$ cat config.mk
export PLATFORM = sky130hd
export DESIGN_NAME = hpdcache_ctrl_top
export DESIGN_NICKNAME = d
export VERILOG_FILES = /design/src/source/hpdcache_ctrl_pkg.sv /design/src/source/hpdcache_rtab_if.sv /design/src/source/hpdcache_st1_if.sv /design/src/source/hpdcache_ctrl_top.sv /design/src/source/hpdcache_evt_counters.sv /design/src/source/hpdcache_rtab.sv /design/src/source/hpdcache_st1_ctrl.sv /design/src/source/hpdcache_req_arbiter.sv
export SDC_FILE = /design/constraint.sdc
export NUM_CORES = 1
export LEC_CHECK = 0
export BUFFER_PORTS_ARGS = -buffer_cell sky130_fd_sc_hd__buf_2
export CORE_MARGIN = 1.5
export CORE_UTILIZATION = 62
export DETAILED_ROUTE_END_ITERATION = 8
export PLACE_DENSITY = 0.82
export SKIP_CTS_REPAIR_TIMING = 1
export SLEW_MARGIN = 20
export SYNTH_ARGS = -nofsm -noshare
export SYNTH_HDL_FRONTEND = slang
export SYNTH_SLANG_ARGS = --single-unit
export TNS_END_PERCENT = 50
$ cat constraint.sdc
create_clock -name clk_i -period 3.4 [get_ports clk_i]
set_input_delay 0.34 -clock clk_i [delete_from_list [all_inputs] [get_ports clk_i]]
set_output_delay 0.34 -clock clk_i [all_outputs]
set_load 0.02 [all_outputs]
$ cat src/source/hpdcache_ctrl_pkg.sv
// ~~~~~~~~~~~~~~~~~~~~~~~~~~~~~~~~~~~~~~~~~~~~~~~~~~~~~~~~~~~~
// Shared definitions of the data cache control engine
// Request type, controller states and performance events
// ~~~~~~~~~~~~~~~~~~~~~~~~~~~~~~~~~~~~~~~~~~~~~~~~~~~~~~~~~~~~
package hpdcache_ctrl_pkg;

    // Request identifier, echoed on responses and outgoing requests
    typedef logic [3:0] hpdcache_req_id_t;

    typedef struct packed {
        hpdcache_req_id_t id;
        logic             is_load;
        logic             is_store;
        logic             is_uncacheable;
        logic             need_rsp;
    } hpdcache_req_t;

    // Controller states
    typedef enum logic [1:0] {
        ST_INIT    = 2'd0,
        ST_RUN     = 2'd1,
        ST_REFILL  = 2'd2,
        ST_UC_WAIT = 2'd3
    } hpdcache_st1_state_e;

    // Performance events, one pulse bit each
    localparam int HPDCACHE_EVT_NUM = 8;

    typedef enum logic [2:0] {
        EVT_READ       = 3'd0,
        EVT_WRITE      = 3'd1,
        EVT_READ_MISS  = 3'd2,
        EVT_WRITE_MISS = 3'd3,
        EVT_UNCACHED   = 3'd4,
        EVT_ON_HOLD    = 3'd5,
        EVT_ROLLBACK   = 3'd6,
        EVT_STALL      = 3'd7
    } hpdcache_evt_e;

    typedef logic [HPDCACHE_EVT_NUM-1:0] hpdcache_evt_vec_t;

    // Cycles the refill owns the cache after its handshake
    localparam int REFILL_CYCLES_DEFAULT = 4;

endpackage
$ cat src/source/hpdcache_rtab_if.sv
// ~~~~~~~~~~~~~~~~~~~~~~~~~~~~~~~~~~~~~~~~~~~~~~~~~~~~~~~~~~~~
// Replay table bundle
// Controller side, table side and head reader for the arbiter
// ~~~~~~~~~~~~~~~~~~~~~~~~~~~~~~~~~~~~~~~~~~~~~~~~~~~~~~~~~~~~
`timescale 1ns/10ps

interface hpdcache_rtab_if;
    import hpdcache_ctrl_pkg::*;

    // Stage-1 decisions, at most one per cycle
    logic          alloc;
    logic          commit;
    logic          rback;
    hpdcache_req_t req;

    // Head of the table and its fill state
    logic          head_valid;
    hpdcache_req_t head_req;
    logic          full;

    modport ctrl (output alloc, output commit, output rback, output req);

    modport fifo (
        input  alloc, input  commit, input  rback, input  req,
        output head_valid, output head_req, output full
    );

    // Arbiter also watches pushes and pops to track occupancy
    modport reader (input head_valid, input head_req, input full, input alloc, input commit);

endinterface

$ cat src/source/hpdcache_st1_if.sv
// ~~~~~~~~~~~~~~~~~~~~~~~~~~~~~~~~~~~~~~~~~~~~~~~~~~~~~~~~~~~~
// Stage-1 request register bundle
// Producer side is the arbiter, consumers are the controller
// and the top level
// ~~~~~~~~~~~~~~~~~~~~~~~~~~~~~~~~~~~~~~~~~~~~~~~~~~~~~~~~~~~~
`timescale 1ns/10ps

interface hpdcache_st1_if;
    import hpdcache_ctrl_pkg::*;

    // Request present in stage 1
    logic          valid;
    hpdcache_req_t req;
    // Request came from the replay table
    logic          from_rtab;

    modport producer (
        output valid,
        output req,
        output from_rtab
    );

    modport consumer (
        input valid,
        input req,
        input from_rtab
    );

endinterface

$ cat src/source/hpdcache_ctrl_top.sv
// ~~~~~~~~~~~~~~~~~~~~~~~~~~~~~~~~~~~~~~~~~~~~~~~~~~~~~~~~~~~~
// Data cache control engine top level
// Arbiter, stage-1 controller, replay table, event counters
// ~~~~~~~~~~~~~~~~~~~~~~~~~~~~~~~~~~~~~~~~~~~~~~~~~~~~~~~~~~~~
`timescale 1ns/10ps

module hpdcache_ctrl_top #(
    parameter int RTAB_DEPTH    = 4,
    parameter int EVT_CNT_WIDTH = 16,
    parameter int REFILL_CYCLES = hpdcache_ctrl_pkg::REFILL_CYCLES_DEFAULT
) (
    input  logic                                clk_i,
    input  logic                                rst_n_i,
    input  logic                                core_req_valid_i,
    output logic                                core_req_ready_o,
    input  hpdcache_ctrl_pkg::hpdcache_req_id_t  core_req_id_i,
    input  logic                                core_req_is_load_i,
    input  logic                                core_req_is_store_i,
    input  logic                                core_req_is_uncacheable_i,
    input  logic                                core_req_need_rsp_i,
    input  logic                                refill_req_valid_i,
    output logic                                refill_req_ready_o,
    input  logic                                dir_init_ready_i,
    output logic                                dir_lookup_valid_o,
    output hpdcache_ctrl_pkg::hpdcache_req_id_t  dir_lookup_id_o,
    input  logic                                dir_hit_i,
    input  logic                                mshr_hit_i,
    input  logic                                mshr_full_i,
    output logic                                rsp_valid_o,
    output hpdcache_ctrl_pkg::hpdcache_req_id_t  rsp_id_o,
    output logic                                uc_req_valid_o,
    output hpdcache_ctrl_pkg::hpdcache_req_id_t  uc_req_id_o,
    input  logic                                uc_done_i,
    output logic                                miss_req_valid_o,
    output hpdcache_ctrl_pkg::hpdcache_req_id_t  miss_req_id_o,
    output logic                                data_write_o,
    output logic                                rtab_full_o,
    input  hpdcache_ctrl_pkg::hpdcache_evt_e     evt_sel_i,
    output logic [EVT_CNT_WIDTH-1:0]            evt_count_o
);
    import hpdcache_ctrl_pkg::*;

    hpdcache_req_t     core_req;
    hpdcache_evt_vec_t ctrl_evt;
    hpdcache_evt_vec_t evt_vec;
    logic              accept_en;
    logic              st2_busy;
    logic              stall_evt;
    logic              refill_accept;

    hpdcache_st1_if  st1_if ();
    hpdcache_rtab_if rtab_if ();

    assign core_req = '{
        id:             core_req_id_i,
        is_load:        core_req_is_load_i,
        is_store:       core_req_is_store_i,
        is_uncacheable: core_req_is_uncacheable_i,
        need_rsp:       core_req_need_rsp_i
    };

    assign refill_accept = refill_req_valid_i & refill_req_ready_o;
    assign rtab_full_o   = rtab_if.full;

    // Stall pulse comes from the arbiter
    always_comb begin
        evt_vec            = ctrl_evt;
        evt_vec[EVT_STALL] = stall_evt;
    end

    hpdcache_req_arbiter #(.RTAB_DEPTH(RTAB_DEPTH)) hpdcache_req_arbiter_inst (
        .clk_i, .rst_n_i, .core_req_valid_i,
        .core_req_i         (core_req),
        .core_req_ready_o, .refill_req_valid_i, .refill_req_ready_o,
        .accept_en_i        (accept_en),
        .st2_busy_i         (st2_busy),
        .stall_evt_o        (stall_evt),
        .lookup_valid_o     (dir_lookup_valid_o),
        .lookup_id_o        (dir_lookup_id_o),
        .rtab               (rtab_if.reader),
        .st1                (st1_if.producer)
    );

    hpdcache_st1_ctrl #(.REFILL_CYCLES(REFILL_CYCLES)) hpdcache_st1_ctrl_inst (
        .clk_i, .rst_n_i, .dir_init_ready_i,
        .refill_accept_i    (refill_accept),
        .dir_hit_i, .mshr_hit_i, .mshr_full_i, .uc_done_i,
        .st1                (st1_if.consumer),
        .rtab               (rtab_if.ctrl),
        .accept_en_o        (accept_en),
        .st2_busy_o         (st2_busy),
        .rsp_valid_o, .rsp_id_o, .uc_req_valid_o, .uc_req_id_o,
        .miss_req_valid_o, .miss_req_id_o, .data_write_o,
        .evt_o              (ctrl_evt)
    );

    hpdcache_rtab #(.RTAB_DEPTH(RTAB_DEPTH)) hpdcache_rtab_inst (
        .clk_i, .rst_n_i,
        .refill_accept_i    (refill_accept),
        .rtab               (rtab_if.fifo)
    );

    hpdcache_evt_counters #(.EVT_CNT_WIDTH(EVT_CNT_WIDTH)) hpdcache_evt_counters_inst (
        .clk_i, .rst_n_i,
        .evt_i              (evt_vec),
        .evt_sel_i, .evt_count_o
    );

endmodule

$ cat src/source/hpdcache_evt_counters.sv
// ~~~~~~~~~~~~~~~~~~~~~~~~~~~~~~~~~~~~~~~~~~~~~~~~~~~~~~~~~~~~
// Performance event counter bank
// One saturating counter per event, read back by select
// ~~~~~~~~~~~~~~~~~~~~~~~~~~~~~~~~~~~~~~~~~~~~~~~~~~~~~~~~~~~~
`timescale 1ns/10ps

module hpdcache_evt_counters #(
    parameter int EVT_CNT_WIDTH = 16
) (
    input  logic                                clk_i,
    input  logic                                rst_n_i,
    input  hpdcache_ctrl_pkg::hpdcache_evt_vec_t evt_i,
    input  hpdcache_ctrl_pkg::hpdcache_evt_e     evt_sel_i,
    output logic [EVT_CNT_WIDTH-1:0]            evt_count_o
);
    import hpdcache_ctrl_pkg::*;

    logic [EVT_CNT_WIDTH-1:0] cnt_q [HPDCACHE_EVT_NUM];

    always_ff @(posedge clk_i) begin
        if (!rst_n_i) begin
            for (int i = 0; i < HPDCACHE_EVT_NUM; i++) begin
                cnt_q[i] <= '0;
            end
        end else begin
            for (int i = 0; i < HPDCACHE_EVT_NUM; i++) begin
                // Stick at the top value
                if (evt_i[i] && cnt_q[i] != '1) begin
                    cnt_q[i] <= cnt_q[i] + 1'b1;
                end
            end
        end
    end

    assign evt_count_o = cnt_q[evt_sel_i];

endmodule

$ cat src/source/hpdcache_rtab.sv
// ~~~~~~~~~~~~~~~~~~~~~~~~~~~~~~~~~~~~~~~~~~~~~~~~~~~~~~~~~~~~
// Replay table
// FIFO of requests on hold, each with a replay-ready mark
// Marks set by a refill, cleared on rollback of the head
// ~~~~~~~~~~~~~~~~~~~~~~~~~~~~~~~~~~~~~~~~~~~~~~~~~~~~~~~~~~~~
`timescale 1ns/10ps

module hpdcache_rtab #(
    parameter int RTAB_DEPTH = 4
) (
    input  logic          clk_i,
    input  logic          rst_n_i,
    input  logic          refill_accept_i,
    hpdcache_rtab_if.fifo rtab
);
    import hpdcache_ctrl_pkg::*;

    localparam int PTR_W = (RTAB_DEPTH > 1) ? $clog2(RTAB_DEPTH) : 1;
    localparam int CNT_W = $clog2(RTAB_DEPTH + 1);

    hpdcache_req_t         req_q [RTAB_DEPTH];
    logic [RTAB_DEPTH-1:0] rdy_q;
    logic [PTR_W-1:0]      wr_ptr_q;
    logic [PTR_W-1:0]      rd_ptr_q;
    logic [CNT_W-1:0]      cnt_q;

    // Wrap also for depths that are not a power of two
    function automatic logic [PTR_W-1:0] ptr_inc(input logic [PTR_W-1:0] ptr);
        ptr_inc = (ptr == PTR_W'(RTAB_DEPTH - 1)) ? '0 : ptr + 1'b1;
    endfunction

    always_ff @(posedge clk_i) begin
        if (!rst_n_i) begin
            wr_ptr_q <= '0;
            rd_ptr_q <= '0;
            cnt_q    <= '0;
            rdy_q    <= '0;
        end else begin
            // A refill may resolve any held request
            if (refill_accept_i) begin
                rdy_q <= '1;
            end
            if (rtab.alloc) begin
                rdy_q[wr_ptr_q] <= 1'b0;
                wr_ptr_q        <= ptr_inc(wr_ptr_q);
                cnt_q           <= cnt_q + 1'b1;
            end
            if (rtab.rback) begin
                rdy_q[rd_ptr_q] <= 1'b0;
            end
            if (rtab.commit) begin
                rd_ptr_q <= ptr_inc(rd_ptr_q);
                cnt_q    <= cnt_q - 1'b1;
            end
        end
    end

    always_ff @(posedge clk_i) begin
        if (rtab.alloc) begin
            req_q[wr_ptr_q] <= rtab.req;
        end
    end

    // Head offered only while its mark is set
    assign rtab.head_valid = (cnt_q != '0) & rdy_q[rd_ptr_q];
    assign rtab.head_req   = req_q[rd_ptr_q];
    assign rtab.full       = (cnt_q == CNT_W'(RTAB_DEPTH));

    // Controller respects the fill state
    assert property (@(posedge clk_i) disable iff (!rst_n_i) rtab.alloc |-> !rtab.full);
    assert property (@(posedge clk_i) disable iff (!rst_n_i) rtab.commit |-> cnt_q != '0);

endmodule

$ cat src/source/hpdcache_st1_ctrl.sv
// ~~~~~~~~~~~~~~~~~~~~~~~~~~~~~~~~~~~~~~~~~~~~~~~~~~~~~~~~~~~~
// Stage-1 controller
// Init, refill and uncacheable wait state machine
// Stage-1 decisions, replay table strobes, stage-2 miss register
// Performance event pulses
// ~~~~~~~~~~~~~~~~~~~~~~~~~~~~~~~~~~~~~~~~~~~~~~~~~~~~~~~~~~~~
`timescale 1ns/10ps

module hpdcache_st1_ctrl #(
    parameter int REFILL_CYCLES = 4
) (
    input  logic                                   clk_i,
    input  logic                                   rst_n_i,
    input  logic                                   dir_init_ready_i,
    input  logic                                   refill_accept_i,
    input  logic                                   dir_hit_i,
    input  logic                                   mshr_hit_i,
    input  logic                                   mshr_full_i,
    input  logic                                   uc_done_i,
    hpdcache_st1_if.consumer                       st1,
    hpdcache_rtab_if.ctrl                          rtab,
    output logic                                   accept_en_o,
    output logic                                   st2_busy_o,
    output logic                                   rsp_valid_o,
    output hpdcache_ctrl_pkg::hpdcache_req_id_t     rsp_id_o,
    output logic                                   uc_req_valid_o,
    output hpdcache_ctrl_pkg::hpdcache_req_id_t     uc_req_id_o,
    output logic                                   miss_req_valid_o,
    output hpdcache_ctrl_pkg::hpdcache_req_id_t     miss_req_id_o,
    output logic                                   data_write_o,
    output hpdcache_ctrl_pkg::hpdcache_evt_vec_t    evt_o
);
    import hpdcache_ctrl_pkg::*;

    localparam int CNT_W = $clog2(REFILL_CYCLES + 1);

    hpdcache_st1_state_e state_q;
    hpdcache_st1_state_e state_d;
    logic [CNT_W-1:0]    refill_cnt_q;
    logic                st2_valid_q;
    hpdcache_req_id_t    st2_id_q;
    logic                st2_load;
    logic                miss;
    logic                blocked;

    assign miss = ~dir_hit_i;

    // Pending miss on the line, or no MSHR slot left for a load
    assign blocked = miss & ((st1.req.is_load & (mshr_hit_i | mshr_full_i)) |
                             (st1.req.is_store & mshr_hit_i));

    always_comb begin
        rsp_valid_o    = 1'b0;
        uc_req_valid_o = 1'b0;
        data_write_o   = 1'b0;
        st2_load       = 1'b0;
        rtab.alloc     = 1'b0;
        rtab.commit    = 1'b0;
        rtab.rback     = 1'b0;
        evt_o          = '0;

        if (st1.valid) begin
            if (st1.req.is_uncacheable) begin
                uc_req_valid_o      = 1'b1;
                evt_o[EVT_UNCACHED] = 1'b1;
            end else if (blocked) begin
                // Hold a new request, give a replayed one back
                rtab.alloc          = ~st1.from_rtab;
                rtab.rback          =  st1.from_rtab;
                evt_o[EVT_ON_HOLD]  = ~st1.from_rtab;
                evt_o[EVT_ROLLBACK] =  st1.from_rtab;
            end else begin
                // Every other outcome frees a replayed entry
                rtab.commit = st1.from_rtab;
                if (st1.req.is_load) begin
                    evt_o[EVT_READ] = 1'b1;
                    if (miss) begin
                        // Miss request goes out from stage 2
                        st2_load             = 1'b1;
                        evt_o[EVT_READ_MISS] = 1'b1;
                    end else begin
                        rsp_valid_o = st1.req.need_rsp;
                    end
                end else if (st1.req.is_store) begin
                    rsp_valid_o           = st1.req.need_rsp;
                    data_write_o          = dir_hit_i;
                    evt_o[EVT_WRITE]      = 1'b1;
                    evt_o[EVT_WRITE_MISS] = miss;
                end
            end
        end
    end

    assign rtab.req    = st1.req;
    assign rsp_id_o    = st1.req.id;
    assign uc_req_id_o = st1.req.id;

    assign miss_req_valid_o = st2_valid_q;
    assign miss_req_id_o    = st2_id_q;
    assign st2_busy_o       = st2_valid_q;
    // Stage 2 occupancy is the nop cycle after a miss
    assign accept_en_o      = (state_q == ST_RUN) & ~st2_valid_q;

    always_comb begin
        state_d = state_q;
        case (state_q)
            ST_INIT: begin
                if (dir_init_ready_i) begin
                    state_d = ST_RUN;
                end
            end
            ST_RUN: begin
                if (refill_accept_i) begin
                    state_d = ST_REFILL;
                end else if (uc_req_valid_o) begin
                    state_d = ST_UC_WAIT;
                end
            end
            ST_REFILL: begin
                if (refill_cnt_q == '0) begin
                    state_d = ST_RUN;
                end
            end
            ST_UC_WAIT: begin
                if (uc_done_i) begin
                    state_d = ST_RUN;
                end
            end
            default: state_d = ST_INIT;
        endcase
    end

    always_ff @(posedge clk_i) begin
        if (!rst_n_i) begin
            state_q      <= ST_INIT;
            refill_cnt_q <= '0;
            st2_valid_q  <= 1'b0;
        end else begin
            state_q     <= state_d;
            st2_valid_q <= st2_load;
            // Counts down the refill window
            if (refill_accept_i) begin
                refill_cnt_q <= CNT_W'(REFILL_CYCLES - 1);
            end else if (state_q == ST_REFILL && refill_cnt_q != '0) begin
                refill_cnt_q <= refill_cnt_q - 1'b1;
            end
        end
    end

    always_ff @(posedge clk_i) begin
        if (st2_load) begin
            st2_id_q <= st1.req.id;
        end
    end

    // Uncacheable request only ever reaches stage 1 in run
    assert property (@(posedge clk_i) disable iff (!rst_n_i)
        uc_req_valid_o |-> state_q == ST_RUN);

endmodule

$ cat src/source/hpdcache_req_arbiter.sv
// ~~~~~~~~~~~~~~~~~~~~~~~~~~~~~~~~~~~~~~~~~~~~~~~~~~~~~~~~~~~~
// Request arbiter
// Refill over replay over core priority, nop gating
// Stage-1 request register and directory lookup request
// ~~~~~~~~~~~~~~~~~~~~~~~~~~~~~~~~~~~~~~~~~~~~~~~~~~~~~~~~~~~~
`timescale 1ns/10ps

module hpdcache_req_arbiter #(
    parameter int RTAB_DEPTH = 4
) (
    input  logic                               clk_i,
    input  logic                               rst_n_i,
    input  logic                               core_req_valid_i,
    input  hpdcache_ctrl_pkg::hpdcache_req_t    core_req_i,
    output logic                               core_req_ready_o,
    input  logic                               refill_req_valid_i,
    output logic                               refill_req_ready_o,
    input  logic                               accept_en_i,
    input  logic                               st2_busy_i,
    output logic                               stall_evt_o,
    output logic                               lookup_valid_o,
    output hpdcache_ctrl_pkg::hpdcache_req_id_t lookup_id_o,
    hpdcache_rtab_if.reader                    rtab,
    hpdcache_st1_if.producer                   st1
);
    import hpdcache_ctrl_pkg::*;

    localparam int CNT_W = $clog2(RTAB_DEPTH + 1);

    logic [CNT_W-1:0] rtab_cnt_q;
    logic             st1_hold;
    logic             last_slot;
    logic             rtab_gnt;
    logic             core_gnt;

    // Occupancy of the replay table, mirrored from its push and pop strobes
    always_ff @(posedge clk_i) begin
        if (!rst_n_i) begin
            rtab_cnt_q <= '0;
        end else if (rtab.alloc) begin
            rtab_cnt_q <= rtab_cnt_q + 1'b1;
        end else if (rtab.commit) begin
            rtab_cnt_q <= rtab_cnt_q - 1'b1;
        end
    end

    // Replayed or uncacheable request in stage 1 holds off new grants
    assign st1_hold = st1.valid & (st1.from_rtab | st1.req.is_uncacheable);

    // Core request in stage 1 may still take the last free slot
    assign last_slot = st1.valid & ~st1.from_rtab &
                       (rtab_cnt_q == CNT_W'(RTAB_DEPTH - 1));

    // Refill only on an empty pipeline
    assign refill_req_ready_o = refill_req_valid_i & accept_en_i &
                                ~st1.valid & ~st2_busy_i;

    assign rtab_gnt = rtab.head_valid & ~refill_req_valid_i & accept_en_i & ~st1_hold;

    // No combinational path from the directory results
    assign core_req_ready_o = ~rtab.head_valid & ~refill_req_valid_i & ~rtab.full &
                              ~last_slot & accept_en_i & ~st1_hold;

    assign core_gnt    = core_req_valid_i & core_req_ready_o;
    assign stall_evt_o = core_req_valid_i & ~core_req_ready_o;

    // Directory lookup issued in the grant cycle
    assign lookup_valid_o = core_gnt | rtab_gnt;
    assign lookup_id_o    = rtab_gnt ? rtab.head_req.id : core_req_i.id;

    // Stage-1 register, cleared when nothing is granted
    always_ff @(posedge clk_i) begin
        if (!rst_n_i) begin
            st1.valid     <= 1'b0;
            st1.from_rtab <= 1'b0;
        end else begin
            st1.valid     <= core_gnt | rtab_gnt;
            st1.from_rtab <= rtab_gnt;
        end
    end

    always_ff @(posedge clk_i) begin
        if (rtab_gnt) begin
            st1.req <= rtab.head_req;
        end else if (core_gnt) begin
            st1.req <= core_req_i;
        end
    end

    // Mirrored occupancy agrees with the fill flag of the table
    assert property (@(posedge clk_i) disable iff (!rst_n_i)
        rtab.full == (rtab_cnt_q == CNT_W'(RTAB_DEPTH)));

endmodule

==> results_dict.tcl, run 1 <==
set metrics [dict create \
    status "completed" \
    path_class "reg2out" \
    drc 0 \
    final_hold_viol_count 0 \
    cts.clk_slew.worst_paths_ns 0.06 \
    firstDrtPassIters 5 \
    yosys.area_share.simple_pct 18.0 \
    num_vias 7667 \
    routed_wl_mm 24.8 \
    grt-ovfl-total 0 \
    layout.cells.non_filler 1212 \
    synthXorXnorAreaFrac_pct 8.75 \
    clk_latency_ns 0.45 \
    cts_made_buffers 17 \
    synth_warnings 0 \
    comb_power_share_pct 8.0 \
    synth_compound_area_share_pct 3.59 \
    antenna_found_initial 0 \
    die_area_um2 18400 \
    finalCritPeriodShare_pct 86.6 \
    initial_utilization_pct 63.3 \
    clock_power_share_pct 38.3 \
    irDropWorstVdd_uv 392 \
    final_nets 1014 \
    grt_usage_pct 28.7 \
    ys.flop_type "edfxtp_1" \
    first_iter_violations 888 \
    switching_share_pct 23.9 \
    synth_seq_cells 196 \
    synth_top_area_share_pct 47.4 \
    critPathMaxFanout 6 \
    worstPathArrival_ns 2.60 \
    critPathSlowestCell "nor4b_1" \
    maxCapViolCount 0 \
    synth.net_count 965 \
    async_flop_share_pct 0 \
    dieWidth_um 136 \
    tns_ns 0 \
    synth_top_cell_by_area "edfxtp_1" \
    synth_top_family_by_area "simple AND/OR/NAND/NOR gates" \
    die_y_um 136 \
    crit_buf_inv 1 \
    grt_pass1_wl_mm 39.4 \
    final_cell_mix "edfxtp_1 (172), nor2_1 (148), xnor2_1 (79)" \
    synth_area_um2 10900 \
    place_inst 1180 \
    place_congestion 0.908 \
    syn_avg_cell_area_um2 11.8 \
    crit_chain "mux4_2 -> o21ai_0 -> nor4b_1 -> buf_2" \
    max_stage_delay_ns 0.75 \
    root_buffer "clkbuf_16" \
    critPathCaptureType "output pin" \
    synth_mux_area_share_pct 12.1 \
    clock_skew_ns 0.0118 \
    cts_tree "yes" \
    n_antenna_cell 0 \
    max_freq_ghz 0.340 \
    nFillCells 1203 \
    synth_edf_count 172 \
    placed_area_um2 11400 \
    grt_max_degree 37 \
    postSynthCellCount 925 \
    p_leak_nw 3.95 \
    rsz0062_at_grt "no" \
    synth_seq_area_share_pct 51.8 \
    p_int_mw 4.01 \
    r2r_setup_slack_ns 0.78 \
    finalSetupViolations 0 \
    cp_top_family "simple AND/OR/NAND/NOR gates" \
    critPathLaunchType "register" \
    drtAntennaViolNets 0 \
    synth.distinct_cells 58 \
    maxSlewHeadroom_pct 38.4 \
    vias_per_cell 6.33 \
    syn_to_final_growth_pct 9.50 \
    ctsHtreeMaxLevel 4 \
    final_common_cell "edfxtp_1" \
    drive_above_1_share_pct 18.6 \
    hpwlAfterDp_mm 17.7 \
    cts_buffer_depth 2 \
    grt_pass1_vias 7386 \
    rows 48 \
    power_density_nw_per_um2 441 \
    power_switching_mw 1.26 \
    min_path_type "in2reg" \
    fin_area_um2 11900 \
    clock_sinks 196 \
    critPathRequiredTime_ns 3.06 \
    wl_per_cell_um 20.5 \
    core_area_um2 17200 \
    synth_area_leaders "edfxtp_1 (47%), mux4_2 (8.5%), xnor2_1 (6.3%), nor2_1 (5.1%), dfxtp_1 (4.4%)" \
    io_pins 60 \
    post-route-min-period_ns 2.94 \
    slew_violations 0 \
    tightest_slew_ns 0.911 \
    synthAdderAreaFrac_pct 2.36 \
    seqPwrFrac_pct 53.7 \
    io_buffers 59 \
]
-- power groups by stage --
| stage | sequential, mW | combinational [mW] | clock [mW] |
|---|---|---|---|
| 6_report | 2.83 | 0.422 | 2.02 |
| 3_5_place_dp | 2.87 | 0.417 | 0 |
| 3_3_place_gp | 2.87 | 0.408 | 0 |
| 2_1_floorplan | 2.83 | 0.313 | 0 |
| 5_1_grt | 2.84 | 0.458 | 2.12 |
| 4_1_cts | 2.82 | 0.422 | 2.03 |
-- flip-flops by register name (all words and copies together) (netlist names), named ones only --
| name | count |
|---|---|
| hpdcache_st1_ctrl_inst.refill_cnt_q | 3 |
| hpdcache_req_arbiter_inst.rtab_cnt_q | 3 |
| hpdcache_rtab_inst.cnt_q | 3 |
| hpdcache_rtab_inst.rdy_q | 4 |
| hpdcache_evt_counters_inst.cnt_q | 128 |
| hpdcache_req_arbiter_inst.st1.req | 8 |
| hpdcache_st1_ctrl_inst.miss_req_id_o | 4 |
| hpdcache_st1_ctrl_inst.miss_req_valid_o | 1 |
| hpdcache_rtab_inst.req_q | 32 |
| hpdcache_req_arbiter_inst.st1.from_rtab | 1 |
| hpdcache_req_arbiter_inst.st1.valid | 1 |
| hpdcache_st1_ctrl_inst.state_q | 2 |
| hpdcache_rtab_inst.wr_ptr_q | 2 |
| hpdcache_rtab_inst.rd_ptr_q | 2 |
-- per-stage QoR --
step	power, mW	worst slack [ns]	util, %	hold WS [ns]
after floorplan	3.14	0.346	-	0.443
after detailed placement	3.29	0.816	65.9	0.478
after CTS	5.27	0.509	69.3	0.203
final	5.27	0.456	69.3	0.207
after global routing	5.41	0.456	69.3	0.210
after global placement	3.28	0.829	65.9	0.459
-- worst paths after layout --
kind / start / endpoint / cells after the start
worst min register to register: hpdcache_req_arbiter_inst.rtab_cnt_q[2] / hpdcache_req_arbiter_inst.rtab_cnt_q[2] / 2
worst min-delay path: core_req_is_uncacheable_i / hpdcache_req_arbiter_inst.st1.req[1] / 2
worst max register to register: hpdcache_req_arbiter_inst.st1.req[1] / hpdcache_rtab_inst.cnt_q[2] / 6
worst max-delay path: hpdcache_rtab_inst.rd_ptr_q[0] / core_req_ready_o / 4
-- worst reg2reg max path, cell delays in order, from the launching register on --
cell and delay (ns):
edfxtp_1 0.50, nor2b_1 0.35, o2111ai_1 0.36, fa_1 0.52, or3_2 0.45, mux2i_1 0.18, mux2i_1 0.19
-- per-layer routing --
layer	routed length (µm)	share of wire, %	track usage (%)
met2	12200	49	47.5
met4	483	1.9	8.24
met5	0	0	0
met1	9780	39	37.3
met3	2380	9.6	7.63
-- cell usage after synthesis (3+ instances only) --
master and instances:
a211oi_1 7, a21oi_1 8, and2_1 7, and2_2 4
and3_1 8, and4_1 9, buf_1 3, buf_2 9
buf_4 11, clkbuf_1 16, dfxtp_1 24, edfxtp_1 172
ha_1 19, inv_1 34, mux2_2 25, mux2i_1 11
mux4_2 41, nand2_1 49, nand2b_1 9, nand3_1 44
nand3b_1 3, nand4_1 31, nor2_1 148, nor3_1 26
nor3b_1 4, nor4_1 28, nor4b_1 5, o21ai_0 19
or3_1 8, xnor2_1 79, xor2_1 30
-- kinds of logic after synthesis --
logic type,after synthesis
simple gates,395
flops,196
xor+xnor,109
buf+inv,77
mux,77
compound gates,51
fa+ha+maj,20
-- layout make-up --
type,count,area (µm²),area share [%]
clock buffer,22,497,4.16
clock inverter,10,93.8,0.786
inverter,34,128,1.07
multi-input combinational,652,4890,40.9
sequential,196,5650,47.3
tap,225,282,2.36
timing repair buffer,73,413,3.46
No activity file was read; power rests on OpenSTA's default activity.
==> inputs of run 2 (changes only) <==
MAX_ROUTING_LAYER = met4   (was default)
==> results_dict.tcl, run 2 (synthesis gave the netlist of run 1 again) <==
set metrics [dict create \
    final_nets 1014 \
    grt_max_degree 37 \
    hold-worst-slack_ns 0.211 \
    largest_register_ffs 128 \
    finalSetupViolations 0 \
    ctsHtreeMaxLevel 4 \
    r2r_setup_slack_ns 0.78 \
    rows 48 \
    critPathCaptureType "output pin" \
    root_buffer "clkbuf_16" \
    status "completed" \
    n_antenna_cell 0 \
    drc 0 \
    nFillCells 1203 \
    min_path_type "in2reg" \
    place_congestion 0.924 \
    rsz0062_at_grt "no" \
    vias_per_cell 6.33 \
    grt_usage_pct 29.6 \
    firstDrtPassIters 6 \
    wl_per_cell_um 20.5 \
    io_pins 60 \
    route.met2.wl_mm 12.2 \
    dieWidth_um 136 \
    critPathMaxFanout 6 \
    finalPower_mw 5.26 \
    first_iter_violations 882 \
    tns_ns 0 \
    routed_wl_mm 24.8 \
    holdCritStartpoint "core_req_is_load_i" \
    cts_tree "yes" \
    wl_met1_mm 9.95 \
    clock_skew_ns 0.0125 \
    io_buffers 59 \
    irDropWorstVdd_uv 388 \
    syn_to_final_growth_pct 9.50 \
    p_leak_nw 3.95 \
    cts_buffer_depth 2 \
    finalCritPeriodShare_pct 85.5 \
    cts_made_buffers 17 \
    critPathRequiredTime_ns 3.06 \
    worstPathArrival_ns 2.57 \
    power_density_nw_per_um2 441 \
    initial_utilization_pct 63.3 \
    largest_register "hpdcache_evt_counters_inst.cnt_q" \
    grt_pass1_vias 7378 \
    die_y_um 136 \
    final_common_cell "edfxtp_1" \
    final_core_util_pct 69.3 \
    grt_pass1_wl_mm 39.4 \
    timing.rr.start "hpdcache_req_arbiter_inst.st1.req[1]" \
    max_freq_ghz 0.344 \
    path_class "reg2out" \
    highest_layer "met4" \
    dr_wl_met3_mm 2.23 \
    final_hold_viol_count 0 \
    maxSlewHeadroom_pct 41.4 \
    num_vias 7670 \
    drtAntennaViolNets 0 \
    top_regs "hpdcache_evt_counters_inst.cnt_q: 128 flops, hpdcache_rtab_inst.req_q: 32 flops, hpdcache_req_arbiter_inst.st1.req: 8 flops" \
    post-route-min-period_ns 2.91 \
    tightest_slew_ns 0.867 \
    clock_sinks 196 \
    die_area_um2 18400 \
    drive_above_1_share_pct 18.6 \
    core_area_um2 17200 \
    slew_violations 0 \
    hpwlAfterDp_mm 17.7 \
    antenna_found_initial 0 \
    cts.clk_slew.worst_paths_ns 0.07 \
    final_cell_mix "edfxtp_1 (172), nor2_1 (148), xnor2_1 (79)" \
    clk_latency_ns 0.45 \
    critPathLaunchType "register" \
    maxCapViolCount 0 \
    grt-ovfl-total 0 \
    crit_start "hpdcache_rtab_inst.rd_ptr_q[0]" \
]
[run 2: cell counts in the layout (fill, tap and decap cells not counted)]
Identical to the previous run, type by type.
[run 2: power by group]
part | switching [mW] | leakage [nW] | internal, mW | total, mW
Combinational | 0.234 | 1.73 | 0.187 | 0.422
Clock | 0.897 | 0.291 | 1.12 | 2.02
Sequential | 0.124 | 1.92 | 2.70 | 2.83
[run 2: routing by layer]
metal  vias up  GRT usage (%)
met1      3730           37.4
met3        40           7.67
li1       3504              -
met5         -              -
met4         0           8.42
met2       396           47.6
[run 2: through the flow]
step                      area (µm²)  setup WS [ns]  cells
final                          11900          0.494   1212
after global routing           11900          0.455   1212
after CTS                      11900          0.509   1212
after detailed placement       11400          0.816   1180
after global placement         11400          0.829   1180
after floorplan                10900          0.346    925
[run 2: final timing paths]
kind / endpoint / depth (start not counted)
worst max-delay path: core_req_ready_o / 4
worst min-delay path: hpdcache_req_arbiter_inst.st1.req[3] / 2
worst max register to register: hpdcache_rtab_inst.cnt_q[2] / 6
worst min register to register: hpdcache_req_arbiter_inst.rtab_cnt_q[2] / 2
[run 2: cell type report]
class	instances	area, µm²	area share (%)
clock buffer	22	497	4.16
clock inverter	10	93.8	0.786
inverter	34	128	1.07
multi-input combinational	652	4890	40.9
sequential	196	5650	47.3
tap	225	282	2.36
timing repair buffer	73	413	3.46
[run 2: critical path: stages (launching register included)]
cell     delay [ns]
dfxtp_1        0.46
mux4_2         0.56
o21ai_0        0.09
nor4b_1        0.72
buf_2          0.31
